File: src/rtl/proc_config.svh
`ifndef PROC_CONFIG_SVH
`define PROC_CONFIG_SVH

// datapath word width
`define PROC_DATA_W 32

// architectural registers, r0 reads as zero
`define PROC_NUM_REGS 16

// program words, also sets pc width and wrap point
`define PROC_PROG_DEPTH 16

// apb byte offsets
`define PROC_ADDR_CTRL 8'h00
`define PROC_ADDR_STATUS 8'h04
`define PROC_ADDR_RESULT 8'h08
// program window, one word per 4 bytes
`define PROC_ADDR_PROG_BASE 8'h40

`endif

File: src/rtl/proc_pkg.sv
`include "proc_config.svh"

package proc_pkg;

	typedef logic [`PROC_DATA_W-1:0] word_t;
	typedef logic [$clog2(`PROC_NUM_REGS)-1:0] reg_idx_t;

	// 4-bit opcode, unlisted values behave as nop
	typedef enum logic [3:0] {
		OP_NOP = 4'd0,
		OP_ADDI = 4'd1,
		OP_ADD = 4'd2,
		OP_SUB = 4'd3,
		OP_AND = 4'd4,
		OP_OR = 4'd5,
		OP_XOR = 4'd6,
		OP_HALT = 4'd13,
		OP_OUT = 4'd15
	} opcode_e;

	// alu function select
	typedef enum logic [2:0] {
		ALU_ADD = 3'd0,
		ALU_SUB = 3'd1,
		ALU_AND = 3'd2,
		ALU_OR = 3'd3,
		ALU_XOR = 3'd4
	} alu_op_e;

	// register form: rd = ra op rb
	typedef struct packed {
		opcode_e opcode;
		reg_idx_t ra;
		reg_idx_t rb;
		reg_idx_t rd;
		logic [15:0] unused;
	} r_fmt_t;

	// immediate form: rd = ra + imm
	typedef struct packed {
		opcode_e opcode;
		reg_idx_t ra;
		logic [3:0] unused;
		reg_idx_t rd;
		logic [15:0] imm;
	} i_fmt_t;

	// same 32 bits, two views
	typedef union packed {
		r_fmt_t r_fmt;
		i_fmt_t i_fmt;
	} instr_u;

endpackage

File: src/rtl/proc_ifs.sv
`timescale 1ns/1ps
`include "proc_config.svh"

// register file access, two reads and one write
interface regfile_if;
	proc_pkg::reg_idx_t ra_idx;
	proc_pkg::reg_idx_t rb_idx;
	proc_pkg::word_t ra_data;
	proc_pkg::word_t rb_data;
	logic wr_en;
	proc_pkg::reg_idx_t wr_idx;
	proc_pkg::word_t wr_data;

	modport core (output ra_idx, rb_idx, wr_en, wr_idx, wr_data, input ra_data, rb_data);
	modport regs (input ra_idx, rb_idx, wr_en, wr_idx, wr_data, output ra_data, rb_data);
endinterface

// program store, host port plus core fetch port
interface prog_if;
	logic host_we;
	logic [$clog2(`PROC_PROG_DEPTH)-1:0] host_addr;
	proc_pkg::word_t host_wdata;
	proc_pkg::word_t host_rdata;
	logic [$clog2(`PROC_PROG_DEPTH)-1:0] core_addr;
	proc_pkg::word_t core_rdata;

	modport host (output host_we, host_addr, host_wdata, input host_rdata);
	modport core (output core_addr, input core_rdata);
	modport mem (
		input host_we,
		input host_addr,
		input host_wdata,
		input core_addr,
		output host_rdata,
		output core_rdata
	);
endinterface

File: src/rtl/regfile.sv
`timescale 1ns/1ps
`include "proc_config.svh"

module regfile (
	input logic clk,
	input logic arst_n,
	regfile_if.regs rf
);

	proc_pkg::word_t regs [`PROC_NUM_REGS];

	// writes land on the clock edge
	// r0 never written
	always_ff @(posedge clk or negedge arst_n) begin
		if (!arst_n) begin
			for (int i = 0; i < `PROC_NUM_REGS; i++) begin
				regs[i] <= '0;
			end
		end else if (rf.wr_en && (rf.wr_idx != '0)) begin
			regs[rf.wr_idx] <= rf.wr_data;
		end
	end

	// combinational reads
	// r0 forced to zero
	always_comb begin
		if (rf.ra_idx == '0) begin
			rf.ra_data = '0;
		end else begin
			rf.ra_data = regs[rf.ra_idx];
		end
	end

	always_comb begin
		if (rf.rb_idx == '0) begin
			rf.rb_data = '0;
		end else begin
			rf.rb_data = regs[rf.rb_idx];
		end
	end

	// an X write enable could corrupt any register
	a_wr_en_known: assert property (@(posedge clk) disable iff (!arst_n)
		!$isunknown(rf.wr_en));

endmodule

File: src/rtl/alu.sv
`timescale 1ns/1ps

module alu (
	input proc_pkg::alu_op_e op,
	input proc_pkg::word_t a,
	input proc_pkg::word_t b,
	output proc_pkg::word_t y
);

	// purely combinational
	// add and sub wrap at word width
	always_comb begin
		case (op)
			proc_pkg::ALU_ADD: begin
				y = a + b;
			end
			proc_pkg::ALU_SUB: begin
				y = a - b;
			end
			proc_pkg::ALU_AND: begin
				y = a & b;
			end
			proc_pkg::ALU_OR: begin
				y = a | b;
			end
			proc_pkg::ALU_XOR: begin
				y = a ^ b;
			end
			// unused encodings
			default: begin
				y = '0;
			end
		endcase
	end

endmodule

File: src/rtl/prog_mem.sv
`timescale 1ns/1ps
`include "proc_config.svh"

module prog_mem (
	input logic clk,
	prog_if.mem prog
);

	proc_pkg::word_t mem [`PROC_PROG_DEPTH];

	// host load port
	always_ff @(posedge clk) begin
		if (prog.host_we) begin
			mem[prog.host_addr] <= prog.host_wdata;
		end
	end

	// host readback
	assign prog.host_rdata = mem[prog.host_addr];

	// core fetch, same cycle as pc
	assign prog.core_rdata = mem[prog.core_addr];

	// host write must hit a real word
	a_host_addr_range: assert property (@(posedge clk)
		prog.host_we |-> !$isunknown(prog.host_addr)
			&& (int'(prog.host_addr) < `PROC_PROG_DEPTH));

endmodule

File: src/rtl/proc_core.sv
`timescale 1ns/1ps
`include "proc_config.svh"

module proc_core (
	input logic clk,
	input logic arst_n,
	input logic start,
	prog_if.core prog,
	regfile_if.core rf,
	output logic busy,
	output logic halted,
	output logic [$clog2(`PROC_PROG_DEPTH)-1:0] pc,
	output proc_pkg::word_t result,
	output logic result_valid
);

	localparam int PC_W = $clog2(`PROC_PROG_DEPTH);

	proc_pkg::instr_u instr;
	proc_pkg::alu_op_e alu_op;
	proc_pkg::word_t alu_b;
	proc_pkg::word_t alu_y;
	logic is_arith;
	logic use_imm;
	logic is_out;
	logic is_halt;
	logic [PC_W-1:0] pc_next;

	// fetch straight from program memory
	assign prog.core_addr = pc;
	assign instr = prog.core_rdata;

	// decode
	always_comb begin
		alu_op = proc_pkg::ALU_ADD;
		is_arith = 1'b0;
		use_imm = 1'b0;
		is_out = 1'b0;
		is_halt = 1'b0;
		case (instr.r_fmt.opcode)
			proc_pkg::OP_ADDI: begin
				is_arith = 1'b1;
				use_imm = 1'b1;
			end
			proc_pkg::OP_ADD: is_arith = 1'b1;
			proc_pkg::OP_SUB: begin
				alu_op = proc_pkg::ALU_SUB;
				is_arith = 1'b1;
			end
			proc_pkg::OP_AND: begin
				alu_op = proc_pkg::ALU_AND;
				is_arith = 1'b1;
			end
			proc_pkg::OP_OR: begin
				alu_op = proc_pkg::ALU_OR;
				is_arith = 1'b1;
			end
			proc_pkg::OP_XOR: begin
				alu_op = proc_pkg::ALU_XOR;
				is_arith = 1'b1;
			end
			proc_pkg::OP_HALT: is_halt = 1'b1;
			proc_pkg::OP_OUT: is_out = 1'b1;
			// nop and undefined opcodes
			default: ;
		endcase
	end

	// operand b, zero-extended imm for addi
	assign alu_b = use_imm ? proc_pkg::word_t'(instr.i_fmt.imm) : rf.rb_data;

	alu u_alu (
		.op(alu_op),
		.a(rf.ra_data),
		.b(alu_b),
		.y(alu_y)
	);

	// register reads and writeback
	assign rf.ra_idx = instr.r_fmt.ra;
	assign rf.rb_idx = instr.r_fmt.rb;
	assign rf.wr_idx = instr.i_fmt.rd;
	assign rf.wr_data = alu_y;
	assign rf.wr_en = busy && is_arith;

	// wrap at end of program memory
	assign pc_next = (pc == PC_W'(`PROC_PROG_DEPTH - 1)) ? '0 : pc + 1'b1;

	always_ff @(posedge clk or negedge arst_n) begin
		if (!arst_n) begin
			busy <= 1'b0;
			halted <= 1'b0;
			pc <= '0;
			result <= '0;
			result_valid <= 1'b0;
		end else begin
			// one-cycle pulse per out
			result_valid <= 1'b0;
			if (busy) begin
				// halt leaves pc on the halt word
				if (is_halt) begin
					busy <= 1'b0;
					halted <= 1'b1;
				end else begin
					pc <= pc_next;
				end
				if (is_out) begin
					result <= rf.ra_data;
					result_valid <= 1'b1;
				end
			end else if (start) begin
				busy <= 1'b1;
				halted <= 1'b0;
				pc <= '0;
			end
		end
	end

	// halted core stays quiet until a restart
	a_no_out_after_halt: assert property (@(posedge clk) disable iff (!arst_n)
		halted |=> !result_valid);

endmodule

File: src/rtl/apb_host_regs.sv
`timescale 1ns/1ps
`include "proc_config.svh"

module apb_host_regs (
	input logic clk,
	input logic arst_n,
	input logic psel,
	input logic penable,
	input logic pwrite,
	input logic [7:0] paddr,
	input proc_pkg::word_t pwdata,
	output proc_pkg::word_t prdata,
	output logic pready,
	output logic pslverr,
	prog_if.host prog,
	output logic start,
	input logic busy,
	input logic halted,
	input logic [$clog2(`PROC_PROG_DEPTH)-1:0] pc,
	input proc_pkg::word_t result
);

	localparam int PC_W = $clog2(`PROC_PROG_DEPTH);
	localparam int PROG_BYTES = 4 * `PROC_PROG_DEPTH;

	logic access;
	logic wr_access;
	logic rd_access;
	logic hit_ctrl;
	logic hit_status;
	logic hit_result;
	logic hit_prog;
	logic [7:0] prog_off;
	proc_pkg::word_t status_word;
	proc_pkg::word_t result_q;

	// no wait states, access phase always completes
	assign access = psel && penable;
	assign wr_access = access && pwrite;
	assign rd_access = access && !pwrite;
	assign pready = access;

	// address map, word aligned only
	assign hit_ctrl = (paddr == `PROC_ADDR_CTRL);
	assign hit_status = (paddr == `PROC_ADDR_STATUS);
	assign hit_result = (paddr == `PROC_ADDR_RESULT);
	assign prog_off = paddr - `PROC_ADDR_PROG_BASE;
	assign hit_prog = (paddr >= `PROC_ADDR_PROG_BASE)
		&& (int'(paddr) < int'(`PROC_ADDR_PROG_BASE) + PROG_BYTES)
		&& (paddr[1:0] == 2'b00);

	// unmapped, read-only target, or program load while running
	assign pslverr = access && (!(hit_ctrl || hit_status || hit_result || hit_prog)
		|| (pwrite && (hit_status || hit_result || (hit_prog && busy))));

	// program window
	assign prog.host_addr = prog_off[PC_W+1:2];
	assign prog.host_wdata = pwdata;
	assign prog.host_we = wr_access && hit_prog && !busy;

	// start pulse lasts the access cycle
	// ignored while running
	assign start = wr_access && hit_ctrl && pwdata[0] && !busy;

	always_comb begin
		status_word = '0;
		status_word[0] = busy;
		status_word[1] = halted;
		status_word[8 +: PC_W] = pc;
	end

	// core result only moves on out, so a plain copy holds the last value
	always_ff @(posedge clk or negedge arst_n) begin
		if (!arst_n) begin
			result_q <= '0;
		end else begin
			result_q <= result;
		end
	end

	// read mux, ctrl reads as zero
	always_comb begin
		prdata = '0;
		if (rd_access) begin
			if (hit_status) begin
				prdata = status_word;
			end else if (hit_result) begin
				prdata = result_q;
			end else if (hit_prog) begin
				prdata = prog.host_rdata;
			end
		end
	end

	// access phase always follows a setup phase
	a_penable_after_psel: assert property (@(posedge clk) disable iff (!arst_n)
		penable |-> psel && $past(psel));

endmodule

File: src/rtl/processor_top.sv
`timescale 1ns/1ps
`include "proc_config.svh"

module processor_top (
	input logic clk,
	input logic arst_n,
	input logic psel,
	input logic penable,
	input logic pwrite,
	input logic [7:0] paddr,
	input proc_pkg::word_t pwdata,
	output proc_pkg::word_t prdata,
	output logic pready,
	output logic pslverr,
	output proc_pkg::word_t result,
	output logic result_valid
);

	logic start;
	logic busy;
	logic halted;
	logic [$clog2(`PROC_PROG_DEPTH)-1:0] pc;

	regfile_if u_rf_if ();
	prog_if u_prog_if ();

	// host side, loads program and starts the core
	apb_host_regs u_apb_host_regs (
		.clk(clk),
		.arst_n(arst_n),
		.psel(psel),
		.penable(penable),
		.pwrite(pwrite),
		.paddr(paddr),
		.pwdata(pwdata),
		.prdata(prdata),
		.pready(pready),
		.pslverr(pslverr),
		.prog(u_prog_if.host),
		.start(start),
		.busy(busy),
		.halted(halted),
		.pc(pc),
		.result(result)
	);

	prog_mem u_prog_mem (
		.clk(clk),
		.prog(u_prog_if.mem)
	);

	proc_core u_proc_core (
		.clk(clk),
		.arst_n(arst_n),
		.start(start),
		.prog(u_prog_if.core),
		.rf(u_rf_if.core),
		.busy(busy),
		.halted(halted),
		.pc(pc),
		.result(result),
		.result_valid(result_valid)
	);

	// register file beside the core
	regfile u_regfile (
		.clk(clk),
		.arst_n(arst_n),
		.rf(u_rf_if.regs)
	);

endmodule

File: config.mk
export PLATFORM = sky130hd
export DESIGN_NAME = processor_top
export DESIGN_NICKNAME = d
export VERILOG_FILES = /design/src/rtl/proc_pkg.sv /design/src/rtl/proc_ifs.sv /design/src/rtl/regfile.sv /design/src/rtl/alu.sv /design/src/rtl/prog_mem.sv /design/src/rtl/proc_core.sv /design/src/rtl/apb_host_regs.sv /design/src/rtl/processor_top.sv
export VERILOG_INCLUDE_DIRS = /design/src /design/src/rtl
export SDC_FILE = /design/constraint.sdc
export NUM_CORES = 2
export LEC_CHECK = 0
export BUFFER_PORTS_ARGS = -buffer_cell sky130_fd_sc_hd__buf_4
export CORE_MARGIN = 2
export CORE_UTILIZATION = 45
export CTS_BUF_LIST = sky130_fd_sc_hd__clkbuf_4 sky130_fd_sc_hd__clkbuf_8
export DETAILED_ROUTE_END_ITERATION = 6
export MAX_ROUTING_LAYER = met4
export PLACE_DENSITY_LB_ADDON = 0.2
export SYNTH_ARGS = -nofsm -noshare
export SYNTH_HDL_FRONTEND = slang
export SYNTH_SLANG_ARGS = --single-unit
File: constraint.sdc
create_clock -name clk -period 10.17 [get_ports clk]
set_input_delay 1.5255 -clock clk [delete_from_list [all_inputs] [get_ports clk]]
set_output_delay 1.5255 -clock clk [all_outputs]
set_load 0.01 [all_outputs]
# ---- Word level (Yosys, flattened, before mapping)
# Memory sizes are Yosys's and may differ from the RTL's.
# Cells that the tools add are included.
dict set report totals {
  out_inout_bits 67
  in_bits 45
  wordCells 128
  ramBits 512
  n_memories 1
  regBits 583
}
# name depth width rd rd_clocked_by_memory_dff wr line
set memory_table {}
lappend memory_table {u_prog_mem.mem 16 32 2 0 1 prog_mem.sv:9} ;# proc_pkg::word_t mem [`PROC_PROG_DEPTH];
dict set report op_classes {
  reduce_logical 36
  n_bitwise 6
  magnitude_cmp 6
  n_eq_ne 17
  addsub 4
  mux 36
}
# operator count
set op_table {}
lappend op_table {{$bwmux 512} 1}
lappend op_table {{$mux 32} 12}
lappend op_table {{$bmux 32 s4} 2}
lappend op_table {{$pmux 32 s5} 1}
lappend op_table {{$demux 32 s4} 1}
lappend op_table {{$add 32x32->32} 1}
lappend op_table {{$and 32x32->32} 1}
lappend op_table {{$or 32x32->32} 1}
lappend op_table {{$sub 32x32->32} 1}
lappend op_table {{$xor 32x32->32} 1}
lappend op_table {{$logic_and 1x1->1} 16}
lappend op_table {{$mux 4} 4}
lappend op_table {{$ge 5x5->1 const B} 3}
lappend op_table {{$not 4->5} 3}
lappend op_table {{$mux 1} 14}
lappend op_table {{$eq 4x3->1 const B} 3}
lappend op_table {{$eq 4x4->1 const B} 3}
lappend op_table {{$pmux 3 s4} 1}
lappend op_table {{$eq 4x2->1 const B} 2}
lappend op_table {{$eq 8x3->1 const B} 1}
lappend op_table {{$eq 8x4->1 const B} 1}
lappend op_table {{$ge 8x7->1 const B} 1}
lappend op_table {{$logic_not 4->1} 2}
lappend op_table {{$logic_not 8->1} 1}
lappend op_table {{17 further kinds} 28}

# ---- Longest topological paths before layout
# An unclocked memory read counts as a cell.
dict set report depth {
  word_depth 10
  mapped_depth 34
  mapped_depth_nobuf 26
}

# ---- By module
# Synthesis repeated with hierarchy kept, for this count alone.
dict set report unflattened {
  hier_cells 3837
  hier_area_um2 56880.8
}
# mod instances cells_each area_each_um2 seq_area_each_um2
set modules_own_cells {}
lappend modules_own_cells {regfile 1 1767 25730.9 12036.5}
lappend modules_own_cells {prog_mem 1 1079 22915.7 15374.7}
lappend modules_own_cells {alu 1 614 4217.8 0.0}
lappend modules_own_cells {proc_core 1 163 2123.3 975.9}
lappend modules_own_cells {apb_host_regs 1 214 1893.1 800.8}

# ---- Least setup slack after synthesis
# Ideal clock, no wire load.
dict set report synth_timing {
  path_type {flip-flop to flip-flop}
  start {register u_proc_core.pc[1]}
  end {register u_regfile.regs[124] (netlist bit)}
  arrival_ps 7412
  period_less_slack_ps 7534
  setup_time_ps 122
  required_time_ps 10048
  stages_incl_launch_ff 30
  n_path_buf 7
  path_slack_ps 2636
  cell_sequence {dfrtp_1 > buf_2 > buf_2 > buf_1 > mux4_2 > mux4_2 > buf_2 > buf_1 > buf_1 > mux4_2 > mux2i_1 > a21oi_1 > inv_1 > ha_1 > inv_1 > fa_1 > a21o_1 > a21oi_1 > o21bai_1 > a21oi_1 > o21bai_1 > a21oi_1 > o21ai_0 > a211oi_1 > or3_1 > a21oi_1 > o41ai_1 > buf_2 > mux2i_1 > nand2_1}
}
dict set report synth_between {
  word_cells_on_any_way 45
  classes_between {2 x add/sub; 2 x order compare; 10 x eq/ne; 16 x mux; 6 x bitwise; 8 x reduce/logical; 1 x memory}
}
# element line
set synth_lines {}
lappend synth_lines {{start: declaration} proc_core.sv:12} ;# output logic [$clog2(`PROC_PROG_DEPTH)-1:0] pc,
lappend synth_lines {{start signal: assignment} proc_core.sv:105} ;# pc <= pc_next;
lappend synth_lines {{$mem_v2 16x32 *} -}
lappend synth_lines {{$not 4->5 (not written as such)} regfile.sv:30} ;# rf.ra_data = regs[rf.ra_idx];
lappend synth_lines {{$bmux 32 s4} regfile.sv:30}
lappend synth_lines {{$mux 32 (not written as such) (2 in a row)} regfile.sv:30}
lappend synth_lines {{$mux 32 *} regfile.sv:27} ;# if (rf.ra_idx == '0) begin
lappend synth_lines {{net u_proc_core.rf.ra_data[0]} proc_ifs.sv:14} ;# modport core (output ra_idx, rb_idx, wr_en, wr_idx, wr_data, input ra_data, rb_data);
lappend synth_lines {{$sub 32x32->32 / $add 32x32->32 (equally long branches)} {alu.sv:18, alu.sv:15}}
lappend synth_lines {{$pmux 32 s5 *} alu.sv:13} ;# case (op)
lappend synth_lines {{$bwmux 512 *} regfile.sv:20} ;# regs[rf.wr_idx] <= rf.wr_data;
lappend synth_lines {{end signal: indexed assignment} regfile.sv:20}
lappend synth_lines {{end: declaration} regfile.sv:10} ;# proc_pkg::word_t regs [`PROC_NUM_REGS];
# Mark *: on every way through the listed nets, which the timed path passes. The rest lies on a longest branch. The select of a mux whose other input is x is not followed.
# A chain may end at the register's enable or synchronous reset.

# ---- Worst setup path after layout
dict set report layout_timing {
  start {register u_proc_core.pc[1]}
  end {register u_regfile.regs[479] (netlist bit)}
}
dict set report layout_between {
  elab_chain_len 10
  word_cells_on_any_way 45
  classes_between {2 x add/sub; 2 x order compare; 10 x eq/ne; 16 x mux; 6 x bitwise; 8 x reduce/logical; 1 x memory}
}
# element line
set layout_lines {}
lappend layout_lines {{$mem_v2 16x32 *} -}
lappend layout_lines {{$not 4->5 (not written as such)} regfile.sv:38} ;# rf.rb_data = regs[rf.rb_idx];
lappend layout_lines {{$bmux 32 s4} regfile.sv:38}
lappend layout_lines {{$mux 32 (not written as such) (2 in a row)} regfile.sv:38}
lappend layout_lines {{$mux 32} regfile.sv:35} ;# if (rf.rb_idx == '0) begin
lappend layout_lines {{$mux 32} proc_core.sv:70} ;# assign alu_b = use_imm ? proc_pkg::word_t'(instr.i_fmt.imm) : rf.rb_data;
lappend layout_lines {{$sub 32x32->32, or another cell as far along} alu.sv:18} ;# y = a - b;
lappend layout_lines {{$pmux 32 s5} alu.sv:13}
lappend layout_lines {{$bwmux 512} regfile.sv:20}
# Mark *: on every way between the ends. The rest lies on a longest branch, timed or not. The select of a mux whose other input is x is not followed.

==> flow_summary.yaml <==
finish:
  area_growth_pct: 10.94
  drive_gt1_share_pct: 21.30
  nNetsFinal: 5162
  nFillCells: 11240
yosys:
  avgSynthCellArea_sq_um: 11.56
  synth-edff-count: 512
  syn_nets: 5147
  yosysWarnings: 0
  synth-seq-cells: 1081
  yosysTopAreaCell: "edfxtp_1"
  synth-main-ff-cell: "dfrtp_1"
  synth_area_leaders: "edfxtp_1 (27%), dfrtp_1 (25%), mux4_2 (14%)"
  async_reset_ff_share_pct: 52.64
  syn_inst: 5004
  synthDominantCellAreaShare_pct: 26.57
  synthesis.area_sq_um: 57860
  ys_types: 83
  synth_seq_area_share_pct: 51.18
status:
  status: "complete, no violations"
timing:
  slew-limit-headroom_pct: 15.49
  worst_slack_ps: 1172
  fmax_mhz: 111.1
  whs_ps: 376.3
  finalSetupViolations: 0
  finalCritPeriodShare_pct: 88.47
  period_needed_ps: 8998
  rsz0062_at_grt: "no"
  finalSetupTns_ps: 0
  slew_violations: 0
  worstMarginPinSlew_ps: 1268
  final-hold-violation-count: 0
  worst_clock_skew_ps: 59.78
worst_hold_path:
  hold_end: "u_regfile.regs[496]"
  min_path_type: "reg2reg"
  hold_start: "u_regfile.regs[496]"
  hold_depth: 0
critical_path:
  slowest_stage: "or2_2"
  worstRegToRegCells: 24
  arrival_ps: 9800
  path_delay_family: "simple AND/OR/NAND/NOR gates"
  rr_startpoint: "u_proc_core.pc[1]"
  slowest_delay_ps: 780
  worstReg2RegEnd: "u_regfile.regs[479]"
  crit_fanout: 32
  cp.buffers_inverters: 1
  crit_required_ps: 10980
  crit_path_end_kind: "flip-flop"
  path_cells: "buf_4 > mux4_2 > mux2_2 > or2_2 > a311oi_1 > or2_2 > o31ai_1 > nor3_1 > nand3_1 > nor3_2 > a21oi_1 > xnor2_1 > ha_1 > and3_1 > nand2_1 > o22ai_1 > a311oi_1 > o41ai_1 > a31o_2 > or2_0 > nor2_1 > mux2i_1 > nand3_2 > mux2_4"
  critPathKind: "reg2reg"
  r2r_slack_ps: 1170
  worstSetupStartpointType: "flip-flop"
clock_tree:
  cts_resized: 0
  path_clk_slew_ps: 60
  htreeDepth: 4
  clock_latency_ps: 950
  clock_path_buffers: 3
  cts_buffers: 181
  cts_sinks: 1081
  postCtsHoldBufs: 0
  cts_setup_buffers: 0
  root_buffer: "clkbuf_8"
  cts_tree: "yes"
placed_design:
  routabilityCongestion: 0.9698
  dp_hpwl_um: 122700
  io_buffers: 111
  dp_slack_ps: 1356
job:
  maxCapViolCount: 0
die:
  fp.dieH_um: 362.6
  core_sq_um: 127500
  ios: 112
  rows: 131
  die_area_sq_um: 131500
  die_x_um: 362.6
  start_util_pct: 45.38
route:
  vias: 42600
  drt-wirelength-per-cell_um: 28.12
  drtPass1Iterations: 7
  viasPerCell: 6.230
  drcViolationCount: 0
  first_iter_violations: 5032
  routed_wl_um: 192300
  postRouteAntennaNets: 0
grt:
  antenna_found_initial: 4
  grt_overflow: 0
  grt_pass1_vias: 41350
  grt_start_max_net_pins: 166
  grt_pass1_wl_um: 283200
  grt_use_total_pct: 30.13
[cells by family after synthesis]
kind of cell,count (synthesis),share of synthesized area [%]
AOI/OAI and AO/OA,1018,10.19
xor gates and xnor gates,53,0.8022
adders and majority gates,98,2.132
buffers and inverters,511,3.851
DFF,1081,51.18
muxes,718,20.77
and+or+nand+nor,1525,11.08
[routing by layer]
layer | track usage [%] | vias to the layer above | routed length, um
met5 | - | - | 0
met4 | 11.24 | 0 | 7283
met3 | 6.048 | 421 | 17320
met2 | 45.60 | 2105 | 88510
met1 | 40.37 | 21580 | 79190
li1 | - | 18490 | -
[stage by stage]
stage          cell area, sq um  std cells  util (%)
3_3_place_gp              60330       6498     47.31
4_1_cts                   64180       6832     50.33
5_1_grt                   64190       6836     50.33
6_report                  64190       6838     50.34
3_5_place_dp              60330       6498     47.31
2_1_floorplan             57860       5004         -
[layout by cell type (no fill, tap or decap), types with 19 or more instances in the layout]
cell | synthesis | routed
nand2_1 | 925 | 910
dfrtp_1 | 569 | 565
o21ai_0 | 558 | 558
edfxtp_1 | 512 | 512
mux4_2 | 372 | 370
mux2i_1 | 258 | 256
nor2_1 | 268 | 252
buf_4 | 17 | 240
clkbuf_8 | 0 | 207
a21oi_1 | 192 | 192
nand3_1 | 168 | 168
ha_1 | 97 | 97
inv_1 | 93 | 93
mux2_2 | 69 | 68
clkbuf_4 | 0 | 57
xnor2_1 | 44 | 44
a22oi_1 | 37 | 37
a211oi_1 | 30 | 29
clkinv_2 | 0 | 28
o22ai_1 | 24 | 24
a31oi_1 | 24 | 23
clkinv_1 | 0 | 23
a32oi_1 | 22 | 22
o211ai_1 | 22 | 22
nor3_1 | 26 | 21
a21o_1 | 20 | 20
or3_1 | 19 | 19
[layout make-up]
class                   count  area (sq um)  area share, %
flip-flops and latches   1081         29630          46.16
repair buffers            249          1962          3.056
clock inverters            71         585.6         0.9122
inverters                  94         352.8         0.5497
multi-input cells        3412         26310          40.98
clock buffers             263          3263          5.083
diodes                      6         15.01        0.02339
well taps                1662          2079          3.240
[cells in the mapped netlist, types with 26 or more instances]
cell / n
a211oi_1: 30
a21oi_1: 192
a22oi_1: 37
buf_1: 52
buf_2: 53
clkbuf_1: 271
dfrtp_1: 569
edfxtp_1: 512
ha_1: 97
inv_1: 93
mux2_2: 69
mux2i_1: 258
mux4_2: 372
nand2_1: 925
nand3_1: 168
nor2_1: 268
nor3_1: 26
o21ai_0: 558
xnor2_1: 44
[worst max-delay path by stage]
stage	startpoint	cells after the start	end
after floorplan	u_proc_core.pc[1]	29	u_regfile.regs[124]
after global placement	u_proc_core.pc[1]	24	u_regfile.regs[319]
after detailed placement	u_proc_core.pc[1]	24	u_regfile.regs[95]
after CTS	u_proc_core.pc[1]	24	u_regfile.regs[479]
after global routing	u_proc_core.pc[1]	24	u_regfile.regs[159]
final	u_proc_core.pc[1]	24	u_regfile.regs[479]
[state kept, by name (all words and copies together), names as in the netlist]
name                      count
u_proc_core.pc                4
u_apb_host_regs.result_q     32
u_proc_core.halted            1
u_prog_mem.mem              512
u_regfile.regs              498
u_proc_core.result_valid      1
u_proc_core.busy              1
u_proc_core.result           32
Power is left out: the tool's default activity adds up to more than one toggle a clock period on the data nets, which glitch-free logic cannot reach.
